<file path="src/ccipAfu_settings.svh">
// Width, depth and identity macros for the copy accelerator shell
`ifndef CCIPAFU_SETTINGS_SVH
`define CCIPAFU_SETTINGS_SVH

// Data line width and host line address width
`define LINE_BITS 64
`define ADDR_BITS 32

// Read request tag carried in mdata
`define MDATA_BITS 8

// MMIO byte address and transaction ID widths
`define MMIO_ADDR_BITS 16
`define MMIO_TID_BITS 9

// Reads in flight, one reorder slot each, kept a power of two
`define REORDER_DEPTH 8

// Feature ID read back at MMIO offset 0x8
`define AFU_ID 64'h5a3c_19e7_c0de_0b41

`endif

</file>
<file path="src/ccipAfuPkg.sv">
// Request, response and job types of the copy accelerator
// CSR byte offsets and the device feature header value
`include "ccipAfu_settings.svh"

package ccipAfuPkg;

  // Reorder slot index, carried in the low bits of the read mdata
  localparam int TAG_BITS = $clog2(`REORDER_DEPTH);

  typedef logic [`MMIO_ADDR_BITS-1:0] tMmioAddr;

  // MMIO request as delivered to the CSR block
  typedef struct packed {
    logic                      wrValid;
    logic                      rdValid;
    tMmioAddr                  addr;
    logic [`MMIO_TID_BITS-1:0] tid;
    logic [`LINE_BITS-1:0]     data;
  } tMmioReq;

  // MMIO read response, returned with the request's transaction ID
  typedef struct packed {
    logic                      valid;
    logic [`MMIO_TID_BITS-1:0] tid;
    logic [`LINE_BITS-1:0]     data;
  } tMmioRsp;

  // Host responses: read data tagged by mdata and write acknowledges
  typedef struct packed {
    logic                   rdValid;
    logic [`MDATA_BITS-1:0] mdata;
    logic [`LINE_BITS-1:0]  data;
    logic                   wrAck;
  } tHostRsp;

  // One copy job as programmed over MMIO
  typedef struct packed {
    logic [`ADDR_BITS-1:0] src;
    logic [`ADDR_BITS-1:0] dst;
    logic [15:0]           lines;
    logic [`ADDR_BITS-1:0] dsm;
  } tJob;

  // AFU feature type in bits 63:60, end of the feature list in bit 40
  localparam logic [63:0] DFH_VALUE = 64'h1000_0100_0000_0000;

  // CSR byte offsets
  localparam tMmioAddr CSR_DFH    = 'h00;
  localparam tMmioAddr CSR_ID     = 'h08;
  localparam tMmioAddr CSR_SRC    = 'h10;
  localparam tMmioAddr CSR_DST    = 'h18;
  localparam tMmioAddr CSR_LINES  = 'h20;
  localparam tMmioAddr CSR_DSM    = 'h28;
  localparam tMmioAddr CSR_CTRL   = 'h30;
  localparam tMmioAddr CSR_STATUS = 'h38;

endpackage

</file>
<file path="src/writeReqIf.sv">
// Write request channel between one requester and the write arbiter
`include "ccipAfu_settings.svh"

interface writeReqIf;

  // The requester keeps valid, addr and data steady until grant is high
  logic                  valid;
  logic [`ADDR_BITS-1:0] addr;
  logic [`LINE_BITS-1:0] data;

  // Grant is combinational and means the write goes out this cycle
  logic                  grant;

  modport requester (output valid, output addr, output data, input grant);
  modport arbiter (input valid, input addr, input data, output grant);

endinterface

</file>
<file path="src/hostRxSplit.sv">
// Registered host boundary: Rx capture split into MMIO and host paths
// Registered Tx outputs for reads, writes and MMIO responses
`include "ccipAfu_settings.svh"

module hostRxSplit
  import ccipAfuPkg::*;
(
  input  logic                       pClk,
  input  logic                       rst,
  // Shared Rx bus from the host
  input  logic                       c0RspValid,
  input  logic [`MDATA_BITS-1:0]     c0RspMdata,
  input  logic [`LINE_BITS-1:0]      c0RspData,
  input  logic                       c0MmioWrValid,
  input  logic                       c0MmioRdValid,
  input  logic [`MMIO_ADDR_BITS-1:0] c0MmioAddr,
  input  logic [`MMIO_TID_BITS-1:0]  c0MmioTid,
  input  logic [`LINE_BITS-1:0]      c0MmioData,
  input  logic                       c1RspValid,
  input  logic                       c0TxAlmFull,
  input  logic                       c1TxAlmFull,
  // Tx bus to the host
  output logic                       c0ReqValid,
  output logic [`ADDR_BITS-1:0]      c0ReqAddr,
  output logic [`MDATA_BITS-1:0]     c0ReqMdata,
  output logic                       c1ReqValid,
  output logic [`ADDR_BITS-1:0]      c1ReqAddr,
  output logic [`LINE_BITS-1:0]      c1ReqData,
  output logic                       c2MmioRspValid,
  output logic [`MMIO_TID_BITS-1:0]  c2MmioRspTid,
  output logic [`LINE_BITS-1:0]      c2MmioRspData,
  // Internal side
  output tMmioReq                    mmioReq,
  input  tMmioRsp                    mmioRsp,
  output tHostRsp                    hostRsp,
  output logic                       c0AlmFull,
  output logic                       c1AlmFull,
  input  logic                       rdReqValid,
  input  logic [`ADDR_BITS-1:0]      rdReqAddr,
  input  logic [`MDATA_BITS-1:0]     rdReqMdata,
  input  logic                       wrReqValid,
  input  logic [`ADDR_BITS-1:0]      wrReqAddr,
  input  logic [`LINE_BITS-1:0]      wrReqData
);

  logic                       rspValidQ;
  logic                       mmioWrQ;
  logic                       mmioRdQ;
  logic                       wrAckQ;
  logic [`MDATA_BITS-1:0]     rspMdataQ;
  logic [`LINE_BITS-1:0]      rspDataQ;
  logic [`MMIO_ADDR_BITS-1:0] mmioAddrQ;
  logic [`MMIO_TID_BITS-1:0]  mmioTidQ;
  logic [`LINE_BITS-1:0]      mmioDataQ;

  // =========================================================================
  // Rx capture and split
  // =========================================================================

  // Valids and almost-full flags start low out of reset
  always_ff @(posedge pClk)
  begin
    if (rst)
    begin
      rspValidQ <= 1'b0;
      mmioWrQ   <= 1'b0;
      mmioRdQ   <= 1'b0;
      wrAckQ    <= 1'b0;
      c0AlmFull <= 1'b0;
      c1AlmFull <= 1'b0;
    end
    else
    begin
      rspValidQ <= c0RspValid;
      mmioWrQ   <= c0MmioWrValid;
      mmioRdQ   <= c0MmioRdValid;
      wrAckQ    <= c1RspValid;
      c0AlmFull <= c0TxAlmFull;
      c1AlmFull <= c1TxAlmFull;
    end
  end

  always_ff @(posedge pClk)
  begin
    rspMdataQ <= c0RspMdata;
    rspDataQ  <= c0RspData;
    mmioAddrQ <= c0MmioAddr;
    mmioTidQ  <= c0MmioTid;
    mmioDataQ <= c0MmioData;
  end

  // The MMIO path never sees response valids, the host path never sees
  // MMIO valids, so each side can decode its own view of the shared bus
  always_comb
  begin
    mmioReq = '{wrValid: mmioWrQ, rdValid: mmioRdQ, addr: mmioAddrQ,
                tid: mmioTidQ, data: mmioDataQ};
    hostRsp = '{rdValid: rspValidQ, mdata: rspMdataQ, data: rspDataQ,
                wrAck: wrAckQ};
  end

  // =========================================================================
  // Tx output registers
  // =========================================================================

  always_ff @(posedge pClk)
  begin
    if (rst)
    begin
      c0ReqValid     <= 1'b0;
      c1ReqValid     <= 1'b0;
      c2MmioRspValid <= 1'b0;
    end
    else
    begin
      c0ReqValid     <= rdReqValid;
      c1ReqValid     <= wrReqValid;
      c2MmioRspValid <= mmioRsp.valid;
    end
  end

  always_ff @(posedge pClk)
  begin
    c0ReqAddr     <= rdReqAddr;
    c0ReqMdata    <= rdReqMdata;
    c1ReqAddr     <= wrReqAddr;
    c1ReqData     <= wrReqData;
    c2MmioRspTid  <= mmioRsp.tid;
    c2MmioRspData <= mmioRsp.data;
  end

endmodule

</file>
<file path="src/readReorder.sv">
// Read reorder buffer: round-robin tag allocation and in-order delivery
`include "ccipAfu_settings.svh"

module readReorder
  import ccipAfuPkg::*;
(
  input  logic                  pClk,
  input  logic                  rst,
  input  logic                  issue,
  output logic [TAG_BITS-1:0]   tag,
  output logic                  slotFree,
  input  tHostRsp               hostRsp,
  output logic                  outValid,
  output logic [`LINE_BITS-1:0] outData,
  input  logic                  outReady
);

  localparam int DEPTH = `REORDER_DEPTH;

  // Used marks a slot with a read outstanding or data not yet taken,
  // full marks a slot whose response has arrived
  logic [DEPTH-1:0]      used;
  logic [DEPTH-1:0]      full;
  logic [TAG_BITS-1:0]   issuePtr;
  logic [TAG_BITS-1:0]   headPtr;
  logic [TAG_BITS-1:0]   rspSlot;
  logic                  pop;
  logic [`LINE_BITS-1:0] slotData [DEPTH];

  // The response tag names its slot directly
  assign rspSlot = hostRsp.mdata[TAG_BITS-1:0];

  // Tags go out in ring order, so the next slot is free only once the
  // head has moved past it
  assign tag      = issuePtr;
  assign slotFree = !used[issuePtr];

  // Only the oldest request may leave, and only after its data is in
  assign outValid = full[headPtr];
  assign outData  = slotData[headPtr];
  assign pop      = outValid && outReady;

  always_ff @(posedge pClk)
  begin
    if (rst)
    begin
      used     <= '0;
      full     <= '0;
      issuePtr <= '0;
      headPtr  <= '0;
    end
    else
    begin
      if (issue)
      begin
        used[issuePtr] <= 1'b1;
        issuePtr       <= issuePtr + 1'b1;
      end
      if (hostRsp.rdValid)
        full[rspSlot] <= 1'b1;
      // The head slot is never the one being allocated or filled here
      if (pop)
      begin
        used[headPtr] <= 1'b0;
        full[headPtr] <= 1'b0;
        headPtr       <= headPtr + 1'b1;
      end
    end
  end

  // Response data lands in whatever order the host returns it
  always_ff @(posedge pClk)
  begin
    if (hostRsp.rdValid)
      slotData[rspSlot] <= hostRsp.data;
  end

endmodule

</file>
<file path="src/mmioCsr.sv">
// Control and status registers: feature header, AFU ID and copy job setup
`include "ccipAfu_settings.svh"

module mmioCsr
  import ccipAfuPkg::*;
(
  input  logic        pClk,
  input  logic        rst,
  input  tMmioReq     mmioReq,
  output tMmioRsp     mmioRsp,
  output tJob         job,
  output logic        start,
  input  logic        busy,
  input  logic [15:0] linesDone
);

  logic                  busyQ;
  logic                  done;
  logic [`LINE_BITS-1:0] rdData;

  // Read mux, registered into the response below
  always_comb
  begin
    case (mmioReq.addr)
      CSR_DFH:    rdData = DFH_VALUE;
      CSR_ID:     rdData = `AFU_ID;
      CSR_SRC:    rdData = `LINE_BITS'(job.src);
      CSR_DST:    rdData = `LINE_BITS'(job.dst);
      CSR_LINES:  rdData = `LINE_BITS'(job.lines);
      CSR_DSM:    rdData = `LINE_BITS'(job.dsm);
      // Busy in bit 0, done in bit 1, lines acknowledged in bits 47:32
      CSR_STATUS: rdData = {16'h0, linesDone, 30'h0, done, busy};
      default:    rdData = '0;
    endcase
  end

  always_ff @(posedge pClk)
  begin
    if (rst)
    begin
      job     <= '0;
      start   <= 1'b0;
      busyQ   <= 1'b0;
      done    <= 1'b0;
      mmioRsp <= '0;
    end
    else
    begin
      start <= 1'b0;
      busyQ <= busy;
      if (mmioReq.wrValid)
      begin
        case (mmioReq.addr)
          CSR_SRC:   job.src   <= mmioReq.data[`ADDR_BITS-1:0];
          CSR_DST:   job.dst   <= mmioReq.data[`ADDR_BITS-1:0];
          CSR_LINES: job.lines <= mmioReq.data[15:0];
          CSR_DSM:   job.dsm   <= mmioReq.data[`ADDR_BITS-1:0];
          // A kick while a job runs, or in the cycle before busy rises, is dropped
          CSR_CTRL:  start     <= mmioReq.data[0] && !busy && !start;
          default:   ;
        endcase
      end
      // Done follows the end of a job and clears when the next one starts
      if (start)
        done <= 1'b0;
      else if (busyQ && !busy)
        done <= 1'b1;
      // Each read is answered one cycle later with its own TID
      mmioRsp.valid <= mmioReq.rdValid;
      mmioRsp.tid   <= mmioReq.tid;
      mmioRsp.data  <= rdData;
    end
  end

endmodule

</file>
<file path="src/copyEngine.sv">
// Copy engine: issues the source line reads and the matching destination
// writes, and counts write acks to find the end of a job
`include "ccipAfu_settings.svh"

module copyEngine
  import ccipAfuPkg::*;
(
  input  logic                   pClk,
  input  logic                   rst,
  input  tJob                    job,
  input  logic                   start,
  input  logic                   c0AlmFull,
  input  tHostRsp                hostRsp,
  output logic                   issue,
  input  logic [TAG_BITS-1:0]    tag,
  input  logic                   slotFree,
  output logic                   rdValid,
  output logic [`ADDR_BITS-1:0]  rdAddr,
  output logic [`MDATA_BITS-1:0] rdMdata,
  input  logic                   inValid,
  input  logic [`LINE_BITS-1:0]  inData,
  output logic                   inReady,
  writeReqIf.requester           wr,
  output logic                   busy,
  output logic [15:0]            linesDone
);

  // Job copy taken at start, so CSR writes during a job change nothing
  logic [`ADDR_BITS-1:0] srcQ;
  logic [`ADDR_BITS-1:0] dstQ;
  logic [15:0]           linesQ;
  logic [15:0]           rdCount;
  logic [15:0]           wrCount;
  logic                  kick;

  assign kick = start && !busy;

  // =========================================================================
  // Read side
  // =========================================================================

  // One read per cycle while lines remain, a slot is free and c0 has room
  assign issue   = busy && (rdCount != linesQ) && slotFree && !c0AlmFull;
  assign rdValid = issue;
  assign rdAddr  = srcQ + `ADDR_BITS'(rdCount);
  assign rdMdata = `MDATA_BITS'(tag);

  // =========================================================================
  // Write side
  // =========================================================================

  // The head line itself is the held write request, taken on grant
  assign wr.valid = busy && inValid;
  assign wr.addr  = dstQ + `ADDR_BITS'(wrCount);
  assign wr.data  = inData;
  assign inReady  = wr.grant;

  always_ff @(posedge pClk)
  begin
    if (rst)
    begin
      busy      <= 1'b0;
      rdCount   <= '0;
      wrCount   <= '0;
      linesDone <= '0;
    end
    else if (kick)
    begin
      busy      <= 1'b1;
      rdCount   <= '0;
      wrCount   <= '0;
      linesDone <= '0;
    end
    else if (busy)
    begin
      if (issue)
        rdCount <= rdCount + 1'b1;
      if (inValid && inReady)
        wrCount <= wrCount + 1'b1;
      // Acks outside a job belong to the status record
      if (hostRsp.wrAck)
        linesDone <= linesDone + 1'b1;
      if (linesDone == linesQ)
        busy <= 1'b0;
    end
  end

  always_ff @(posedge pClk)
  begin
    if (kick)
    begin
      srcQ   <= job.src;
      dstQ   <= job.dst;
      linesQ <= job.lines;
    end
  end

endmodule

</file>
<file path="src/statusWriter.sv">
// Completion record writer, triggered by the end of a copy job
`include "ccipAfu_settings.svh"

module statusWriter
  import ccipAfuPkg::*;
(
  input  logic         pClk,
  input  logic         rst,
  input  tJob          job,
  input  logic         busy,
  input  logic [15:0]  linesDone,
  writeReqIf.requester wr
);

  logic                  busyQ;
  logic                  pending;
  logic                  jobEnd;
  logic [`ADDR_BITS-1:0] addrQ;
  logic [`LINE_BITS-1:0] recordQ;

  assign jobEnd   = busyQ && !busy;
  assign wr.valid = pending;
  assign wr.addr  = addrQ;
  assign wr.data  = recordQ;

  always_ff @(posedge pClk)
  begin
    if (rst)
    begin
      busyQ   <= 1'b0;
      pending <= 1'b0;
    end
    else
    begin
      busyQ <= busy;
      if (jobEnd)
        pending <= 1'b1;
      else if (wr.grant)
        pending <= 1'b0;
    end
  end

  // Record: completion flag in bit 63, line count in bits 31:0
  always_ff @(posedge pClk)
  begin
    if (jobEnd)
    begin
      addrQ   <= job.dsm;
      recordQ <= {1'b1, 31'h0, 16'h0, linesDone};
    end
  end

endmodule

</file>
<file path="src/txWriteArb.sv">
// Round-robin arbiter of two write requesters onto the c1 channel
`include "ccipAfu_settings.svh"

module txWriteArb
(
  input  logic                  pClk,
  input  logic                  rst,
  writeReqIf.arbiter            reqA,
  writeReqIf.arbiter            reqB,
  input  logic                  c1AlmFull,
  output logic                  c1Valid,
  output logic [`ADDR_BITS-1:0] c1Addr,
  output logic [`LINE_BITS-1:0] c1Data
);

  // Set when B wins the next tie
  logic preferB;
  logic grantA;
  logic grantB;

  // Nothing is granted while the host channel is almost full
  assign grantA = !c1AlmFull && reqA.valid && (!preferB || !reqB.valid);
  assign grantB = !c1AlmFull && reqB.valid && (preferB || !reqA.valid);

  assign reqA.grant = grantA;
  assign reqB.grant = grantB;

  assign c1Valid = grantA || grantB;
  assign c1Addr  = grantB ? reqB.addr : reqA.addr;
  assign c1Data  = grantB ? reqB.data : reqA.data;

  // The winner drops to lowest priority after each grant
  always_ff @(posedge pClk)
  begin
    if (rst)
      preferB <= 1'b0;
    else if (grantA)
      preferB <= 1'b1;
    else if (grantB)
      preferB <= 1'b0;
  end

endmodule

</file>
<file path="src/ccipStdAfu.sv">
// Accelerator shell top: boundary registers, CSRs, reorder buffer,
// copy engine, status writer and the c1 write arbiter
`include "ccipAfu_settings.svh"

module ccipStdAfu
  import ccipAfuPkg::*;
(
  input  logic                       pClk,
  input  logic                       rst,
  input  logic                       c0RspValid,
  input  logic [`MDATA_BITS-1:0]     c0RspMdata,
  input  logic [`LINE_BITS-1:0]      c0RspData,
  input  logic                       c0MmioWrValid,
  input  logic                       c0MmioRdValid,
  input  logic [`MMIO_ADDR_BITS-1:0] c0MmioAddr,
  input  logic [`MMIO_TID_BITS-1:0]  c0MmioTid,
  input  logic [`LINE_BITS-1:0]      c0MmioData,
  input  logic                       c1RspValid,
  input  logic                       c0TxAlmFull,
  input  logic                       c1TxAlmFull,
  output logic                       c0ReqValid,
  output logic [`ADDR_BITS-1:0]      c0ReqAddr,
  output logic [`MDATA_BITS-1:0]     c0ReqMdata,
  output logic                       c1ReqValid,
  output logic [`ADDR_BITS-1:0]      c1ReqAddr,
  output logic [`LINE_BITS-1:0]      c1ReqData,
  output logic                       c2MmioRspValid,
  output logic [`MMIO_TID_BITS-1:0]  c2MmioRspTid,
  output logic [`LINE_BITS-1:0]      c2MmioRspData
);

  tMmioReq               mmioReq;
  tMmioRsp               mmioRsp;
  tHostRsp               hostRsp;
  tJob                   job;
  logic                  c0AlmFull;
  logic                  c1AlmFull;
  logic                  rdReqValid;
  logic [`ADDR_BITS-1:0] rdReqAddr;
  logic [`MDATA_BITS-1:0] rdReqMdata;
  logic                  wrReqValid;
  logic [`ADDR_BITS-1:0] wrReqAddr;
  logic [`LINE_BITS-1:0] wrReqData;
  logic                  start;
  logic                  busy;
  logic [15:0]           linesDone;
  logic                  issue;
  logic                  slotFree;
  logic [TAG_BITS-1:0]   tag;
  logic                  lineValid;
  logic                  lineReady;
  logic [`LINE_BITS-1:0] lineData;

  // =========================================================================
  // Boundary and control
  // =========================================================================

  // Port names of the boundary block match the wires here one for one
  hostRxSplit uRxSplit (.*);

  mmioCsr uCsr (
    .pClk(pClk), .rst(rst), .mmioReq(mmioReq), .mmioRsp(mmioRsp), .job(job),
    .start(start), .busy(busy), .linesDone(linesDone)
  );

  // =========================================================================
  // Data path
  // =========================================================================

  // Copy writes and the status record share c1 through the arbiter
  writeReqIf copyWr ();
  writeReqIf statusWr ();

  readReorder uReorder (
    .pClk(pClk), .rst(rst), .issue(issue), .tag(tag), .slotFree(slotFree),
    .hostRsp(hostRsp), .outValid(lineValid), .outData(lineData),
    .outReady(lineReady)
  );

  copyEngine uCopy (
    .pClk(pClk), .rst(rst), .job(job), .start(start), .c0AlmFull(c0AlmFull),
    .hostRsp(hostRsp), .issue(issue), .tag(tag), .slotFree(slotFree),
    .rdValid(rdReqValid), .rdAddr(rdReqAddr), .rdMdata(rdReqMdata),
    .inValid(lineValid), .inData(lineData), .inReady(lineReady),
    .wr(copyWr), .busy(busy), .linesDone(linesDone)
  );

  statusWriter uStatus (
    .pClk(pClk), .rst(rst), .job(job), .busy(busy), .linesDone(linesDone),
    .wr(statusWr)
  );

  txWriteArb uWrArb (
    .pClk(pClk), .rst(rst), .reqA(copyWr), .reqB(statusWr),
    .c1AlmFull(c1AlmFull), .c1Valid(wrReqValid), .c1Addr(wrReqAddr),
    .c1Data(wrReqData)
  );

endmodule

</file>
<file path="config.mk">
export PLATFORM = sky130hd
export DESIGN_NAME = ccipStdAfu
export DESIGN_NICKNAME = d
export VERILOG_FILES = /design/src/ccipAfuPkg.sv /design/src/writeReqIf.sv /design/src/hostRxSplit.sv /design/src/readReorder.sv /design/src/mmioCsr.sv /design/src/copyEngine.sv /design/src/statusWriter.sv /design/src/txWriteArb.sv /design/src/ccipStdAfu.sv
export VERILOG_INCLUDE_DIRS = /design/src /design/src/src
export SDC_FILE = /design/constraint.sdc
export NUM_CORES = 1
export LEC_CHECK = 0
export BUFFER_PORTS_ARGS = -buffer_cell sky130_fd_sc_hd__buf_2
export CAP_MARGIN = 0
export CORE_MARGIN = 2
export CORE_UTILIZATION = 40
export CTS_CLUSTER_SIZE = 28
export DETAILED_ROUTE_END_ITERATION = 6
export MAX_ROUTING_LAYER = met4
export PLACE_DENSITY_LB_ADDON = 0.12
export SLEW_MARGIN = 40
export SYNTH_ARGS = -nofsm -noshare
export SYNTH_HDL_FRONTEND = slang
export SYNTH_SLANG_ARGS = --single-unit
</file>
<file path="constraint.sdc">
create_clock -name pClk -period 7.8 [get_ports pClk]
set_input_delay 1.17 -clock pClk [delete_from_list [all_inputs] [get_ports pClk]]
set_output_delay 1.17 -clock pClk [all_outputs]
set_load 0.005 [all_outputs]
</file>
======== Yosys cells after proc, flatten, opt, wreduce, memory -nomap -nowiden ========
Memories as Yosys holds them, arrays and structs flattened. A register that Yosys moved wholly into a read port is not among the register bits.
Cells that the tools add are included.
operators by class
  add/subtract/negate cells ............... 7
  magnitude comparators ................... 6
  eq/ne operators ......................... 9
  muxes and demuxes ....................... 29
  bitwise gates (word level) .............. 7
  reduce and logical (&&, ||, !) cells .... 40
operator list
  cell                     count
  $pmux W63 S7             1
  $add A32 B16 Y32         2
  $eq A16 B6 Y1 const B    4
  $add A16 B1 Y16 const B  3
  $mux W8                  6
  $eq A16 B5 Y1 const B    2
  $mux W32                 1
  $and A8 B8 Y8            2
  $eq A16 B16 Y1           1
  $eq A16 B4 Y1 const B    1
  $logic_and A1 B1 Y1      16
  $logic_not A16 Y1        1
  $mux W16                 1
  $ne A16 B16 Y1           1
  $or A8 B8 Y8             2
  $reduce_and A2 Y1        7
  $mux W1                  13
  $lt A3 B4 Y1 const B     3
  $demux W1 S3             3
  $ge A3 B1 Y1 const B     3
  $logic_not A1 Y1         8
  $not A8 Y8               1
  $add A3 B1 Y3 const B    2
  $bmux W1 S3              2
  other kinds (6)          12
word-level totals
  bits in registers ....................... 727
  bits in writable memories ............... 512
  input bits .............................. 169
  output and inout port bits .............. 212
  logic and storage cells ................. 145
  memories ................................ 1
memories
  memory             depth  bits a word  rd ports  clocked after memory_dff  write ports  RTL line           text
  uReorder.slotData  8      64           1         1                         1            readReorder.sv:28  logic [`LINE_BITS-1:0] slotData [DEPTH];

======== Longest topological paths before layout ========
  depth after elaboration ................. 9
  depth in mapped cells ................... 9
  mapped depth without buffers ............ 8

======== Cells and area by module ========
From an unflattened synthesis, not the netlist that was laid out.
unflattened totals
  cells, all modules ...................... 3070
  area, all modules ....................... 46168.0 um^2
modules (own cells, without submodules)
  module        times used  cells an instance  area each (um^2)  sequential area each (um^2)
  readReorder   1           863                20290.7           15875.2
  copyEngine    1           780                7763.7            3383.2
  hostRxSplit   1           392                7673.6            7587.3
  mmioCsr       1           814                7211.9            3503.4
  statusWriter  1           104                1885.6            1481.4
  txWriteArb    1           117                1342.5            20.0

======== Least setup slack after synthesis ========
No wires, ideal clock.
  path type ............................... flip-flop to flip-flop
  start ................................... reg uRxSplit.rspMdataQ[0]
  end ..................................... mem uReorder.slotData[0][0] (netlist bit), enable pin
  setup time .............................. 0.568 ns
  arrival ................................. 4.870 ns
  required time ........................... 7.232 ns
  slack ................................... 2.363 ns
  stages on the path, launching flop included .. 3
  path buffers ............................ 0
  period minus slack after synthesis ...... 5.437 ns
  cells stage by stage .................... dfxtp_1 -> nand2b_1 -> nor3_1
RTL lines
  what                      RTL line           text
  start: declaration        hostRxSplit.sv:50  logic [`MDATA_BITS-1:0] rspMdataQ;
  start signal: assignment  hostRxSplit.sv:85  rspMdataQ <= c0RspMdata;
  end: declaration          readReorder.sv:28
Straight into the memory's write port.

======== Worst setup path in the final report ========
  start ................................... reg uCopy.dstQ[0]
  end ..................................... reg uRxSplit.c1ReqAddr[30]
between the ends
  cells in the longest elaborated chain, start to end .. 2
ends and longest elaborated chain
  what                        RTL line            text
  start: declaration          copyEngine.sv:30    logic [`ADDR_BITS-1:0] dstQ;
  start signal: assignment    copyEngine.sv:93    dstQ <= job.dst;
  $add A32 B16 Y32            copyEngine.sv:54    assign wr.addr = dstQ + `ADDR_BITS'(wrCount);
  $mux W32                    txWriteArb.sv:29    assign c1Addr = grantB ? reqB.addr : reqA.addr;
  via uRxSplit.wrReqAddr[30]  hostRxSplit.sv:42   input logic [`ADDR_BITS-1:0] wrReqAddr,
  end signal: assignment      hostRxSplit.sv:126  c1ReqAddr <= wrReqAddr;
  end: declaration            hostRxSplit.sv:27   output logic [`ADDR_BITS-1:0] c1ReqAddr,
The timed path passes the listed nets, and every way through them passes these cells.
A chain may end at the register's enable or synchronous reset.

==> impl_metrics.json <==
{
  "ys.flop_type": "edfxtp_1",
  "yosysTopAreaCell": "edfxtp_1",
  "hp-start": "uCsr.mmioRsp[44]$_SDFF_PP0_",
  "p_leak_nw": 17.9,
  "status": "complete, no violations",
  "ant_nets": 0,
  "dieWidth_um": 332,
  "r2r-end": "uRxSplit.c1ReqAddr[30]$_DFF_P_",
  "path_max_fanout": 15,
  "synth_simple_gate_area_share_pct": 8.28,
  "hold_class": "flop to flop",
  "cts_tree": "yes",
  "fin_ws_ps": 4510,
  "dp_hpwl_mm": 67.8,
  "fmax_mhz": 304,
  "grt_usage_pct": 19.8,
  "ys_seq_elements": 1214,
  "dpl_worst_slack_ps": 4300,
  "ctsResizeCount": 0,
  "tightest_slew_ps": 881,
  "layout-drive-gt1-share_pct": 23.1,
  "final_util_pct": 47.4,
  "port-buffer-count": 330,
  "slew_violations": 0,
  "drt-initial-drc-count": 2046,
  "hold_buffers": 0,
  "seq_area_frac_synth_pct": 71.4,
  "antenna_found_initial": 5,
  "htreeDepth": 4,
  "rr_worst_depth": 8,
  "finalClockSkew_ps": 18.4,
  "area_delta_synth_final_pct": 18.0,
  "first_global_vias": 25441,
  "insertion_delay_ps": 730,
  "syn_area_per_cell_sq_um": 14.6,
  "placed_cells": 4565,
  "setup_tns_ps": 0,
  "holdPathStages": 0,
  "synth_top_family_by_area": "multiplexers",
  "ys_top_cells_by_count": "640 x edfxtp_1, 574 x dfxtp_1, 337 x nand2_1",
  "min_period_over_period_pct": 42.2,
  "path_clk_slew_ps": 60,
  "p_per_area_mw_per_mm2": 261,
  "rsz0062_at_grt": "false",
  "clock-sinks": 1214,
  "grt_max_degree": 91,
  "hold_viol_final": 0,
  "routed_via_density": 5.20,
  "core_sq_mm": 0.107,
  "synth_most_common_cell": "edfxtp_1",
  "wl_per_cell_um": 22.2,
  "startpoint_type": "flop",
  "fin_cells": 4819,
  "whs_ps": 320,
  "setup_viol": 0,
  "path_class": "flop to flop",
  "async_flop_share_pct": 0,
  "muxShareOfSynthArea_pct": 9.47,
  "overflow": 0,
  "peakVddDrop_mv": 0.160,
  "ys_warn_count": 0,
  "vias": 25068,
  "synth_area_leaders": "edfxtp_1 45%, dfxtp_1 27%, mux4_2 6.8%",
  "cts_root_buffer": "clkbuf_16",
  "start_util_pct": 40.2,
  "post-cts-setup-buffers": 0,
  "slew_headroom_pct": 41.2,
  "synth_compound_area_share_pct": 5.58,
  "hold_end": "uRxSplit.c2MmioRspData[44]$_DFF_P_",
  "place.gp.congestion": 0.840,
  "drc_errors": 0,
  "synth_cell_types": 76,
  "finalCriticalPeriod_ps": 3290,
  "drtPass1Iterations": 7,
  "regToRegStartpoint": "uCopy.dstQ[0]$_DFFE_PP_",
  "drt_wl_total_mm": 107,
  "grt_pass1_wl_mm": 159,
  "netlist_area_sq_mm": 0.0430,
  "clk_path_buf_depth": 3,
  "numCtsBuffers": 132,
  "dieArea_sq_mm": 0.110,
  "worstPathRequired_ps": 8420,
  "rows": 120,
  "nets": 3507,
  "synthCells": 2943,
  "cp.arrival_ps": 3910,
  "synth_edf_count": 640,
  "synth_top_area_share_pct": 44.7,
  "maxCapViolCount": 0,
  "cp-end-kind": "flop",
  "synthAdderAreaFrac_pct": 1.17,
  "synth_xor_area_share_pct": 1.98,
  "die_h_um": 332,
  "num_io_pins": 381,
  "r2r_setup_slack_ps": 4510
}
==> worst max-delay path, cell delays in order (launching register included) <==
cell and delay, ps:
edfxtp_1 380, ha_1 240, fa_1 500, a211oi_1 350
o21ai_2 170, o211ai_1 350, a31o_1 680, o21ai_0 200
a31oi_1 300
==> cell type report <==
class,instances,area (sq um)
tap,1403,1760
clock inverter,56,513
clock buffer,190,3920
fill,9424,56200
timing repair buffer,377,2140
inverter,19,71.3
sequential,1214,30700
antenna,5,12.5
multi-input combinational,1555,11600
==> registers in the layout (all words and copies together) (netlist names), 8 cells and up, named ones only <==
signal                  flops
uStatus.wr.data            16
uStatus.wr.addr            32
uCopy.wrCount              16
uRxSplit.rspDataQ          64
uRxSplit.c1ReqData         64
uCopy.srcQ                 32
uCopy.linesQ               16
uReorder.used               8
uCopy.rdCount              16
uRxSplit.mmioAddrQ         16
uCopy.linesDone            16
uRxSplit.c2MmioRspTid       9
uRxSplit.mmioTidQ           9
uCsr.job                  112
uReorder.slotData         512
uRxSplit.mmioDataQ         32
uRxSplit.c2MmioRspData     50
uCsr.mmioRsp               60
uCopy.dstQ                 32
uReorder.full               8
uRxSplit.c0ReqAddr         32
uRxSplit.c1ReqAddr         32
==> per-layer routing <==
layer  part of all wire, %  global-route usage (%)  vias to the layer above
li1                      -                       -                    11570
met1                    42                    24.3                    12476
met2                    50                    33.1                      812
met3                   5.3                    3.36                      210
met4                   3.2                    7.22                        0
met5                     0                       -                        -
==> through the flow <==
step	power (mW)	cell area [sq um]
finish	13.3	50700
floorplan	7.07	43000
detailed placement	7.17	46200
global placement	7.15	46100
global route	13.7	50700
CTS	13.4	50700
==> worst max-delay path by stage <==
stage,startpoint,to,slack [ps],depth (start not counted)
after floorplan,uRxSplit.rspMdataQ[0]$_DFF_P_,uReorder.slotData[0][0]$_DFFE_PP_,2360,2
after global placement,uRxSplit.mmioAddrQ[8]$_DFF_P_,uCsr.job[50]$_SDFFE_PP0P_,4130,6
after detailed placement,rst,uCsr.mmioRsp[3]$_SDFF_PP0_,4300,6
after CTS,uCopy.wrCount[0]$_SDFFE_PP0P_,uRxSplit.c1ReqAddr[30]$_DFF_P_,4420,8
after global routing,uCopy.dstQ[0]$_DFFE_PP_,uRxSplit.c1ReqAddr[30]$_DFF_P_,4360,8
final,uCopy.dstQ[0]$_DFFE_PP_,uRxSplit.c1ReqAddr[30]$_DFF_P_,4510,8
==> kinds of logic (layout without fill, tap and decap cells) <==
kind of cell / after synthesis / in the layout
AO/OA/AOI/OAI: 387 / 387
adder cells (fa/ha/maj): 39 / 39
multiplexers: 239 / 239
flip-flops: 1214 / 1214
XOR/XNOR: 97 / 97
other: 1 / 18
buffers and inverters: 186 / 642
AND/OR/NAND/NOR: 780 / 780
==> placed cells by master, fill, tap and decap left out, drive strengths merged, types with 28 or more instances in the layout <==
master and n:
xor2 53, xnor2 44, mux2i 76, nor2b 34
mux2 33, buf 376, ha 37, nor3 47
nand2 337, edfxtp 640, a31oi 28, clkinv 40
o21ai 49, clkbuf 191, nor2 194, a21oi 177
mux4 130, inv 28, dfxtp 574, nand3 38
==> power by group <==
group | leakage (nW) | switching [mW] | internal, mW | total [mW]
combinational | 5.15 | 0.0881 | 0.0611 | 0.149
clock | 2.19 | 2.51 | 3.72 | 6.23
sequential | 10.5 | 0.0664 | 6.81 | 6.88
total | 17.9 | 2.67 | 10.6 | 13.3
Power figures use the tool's default switching activity.
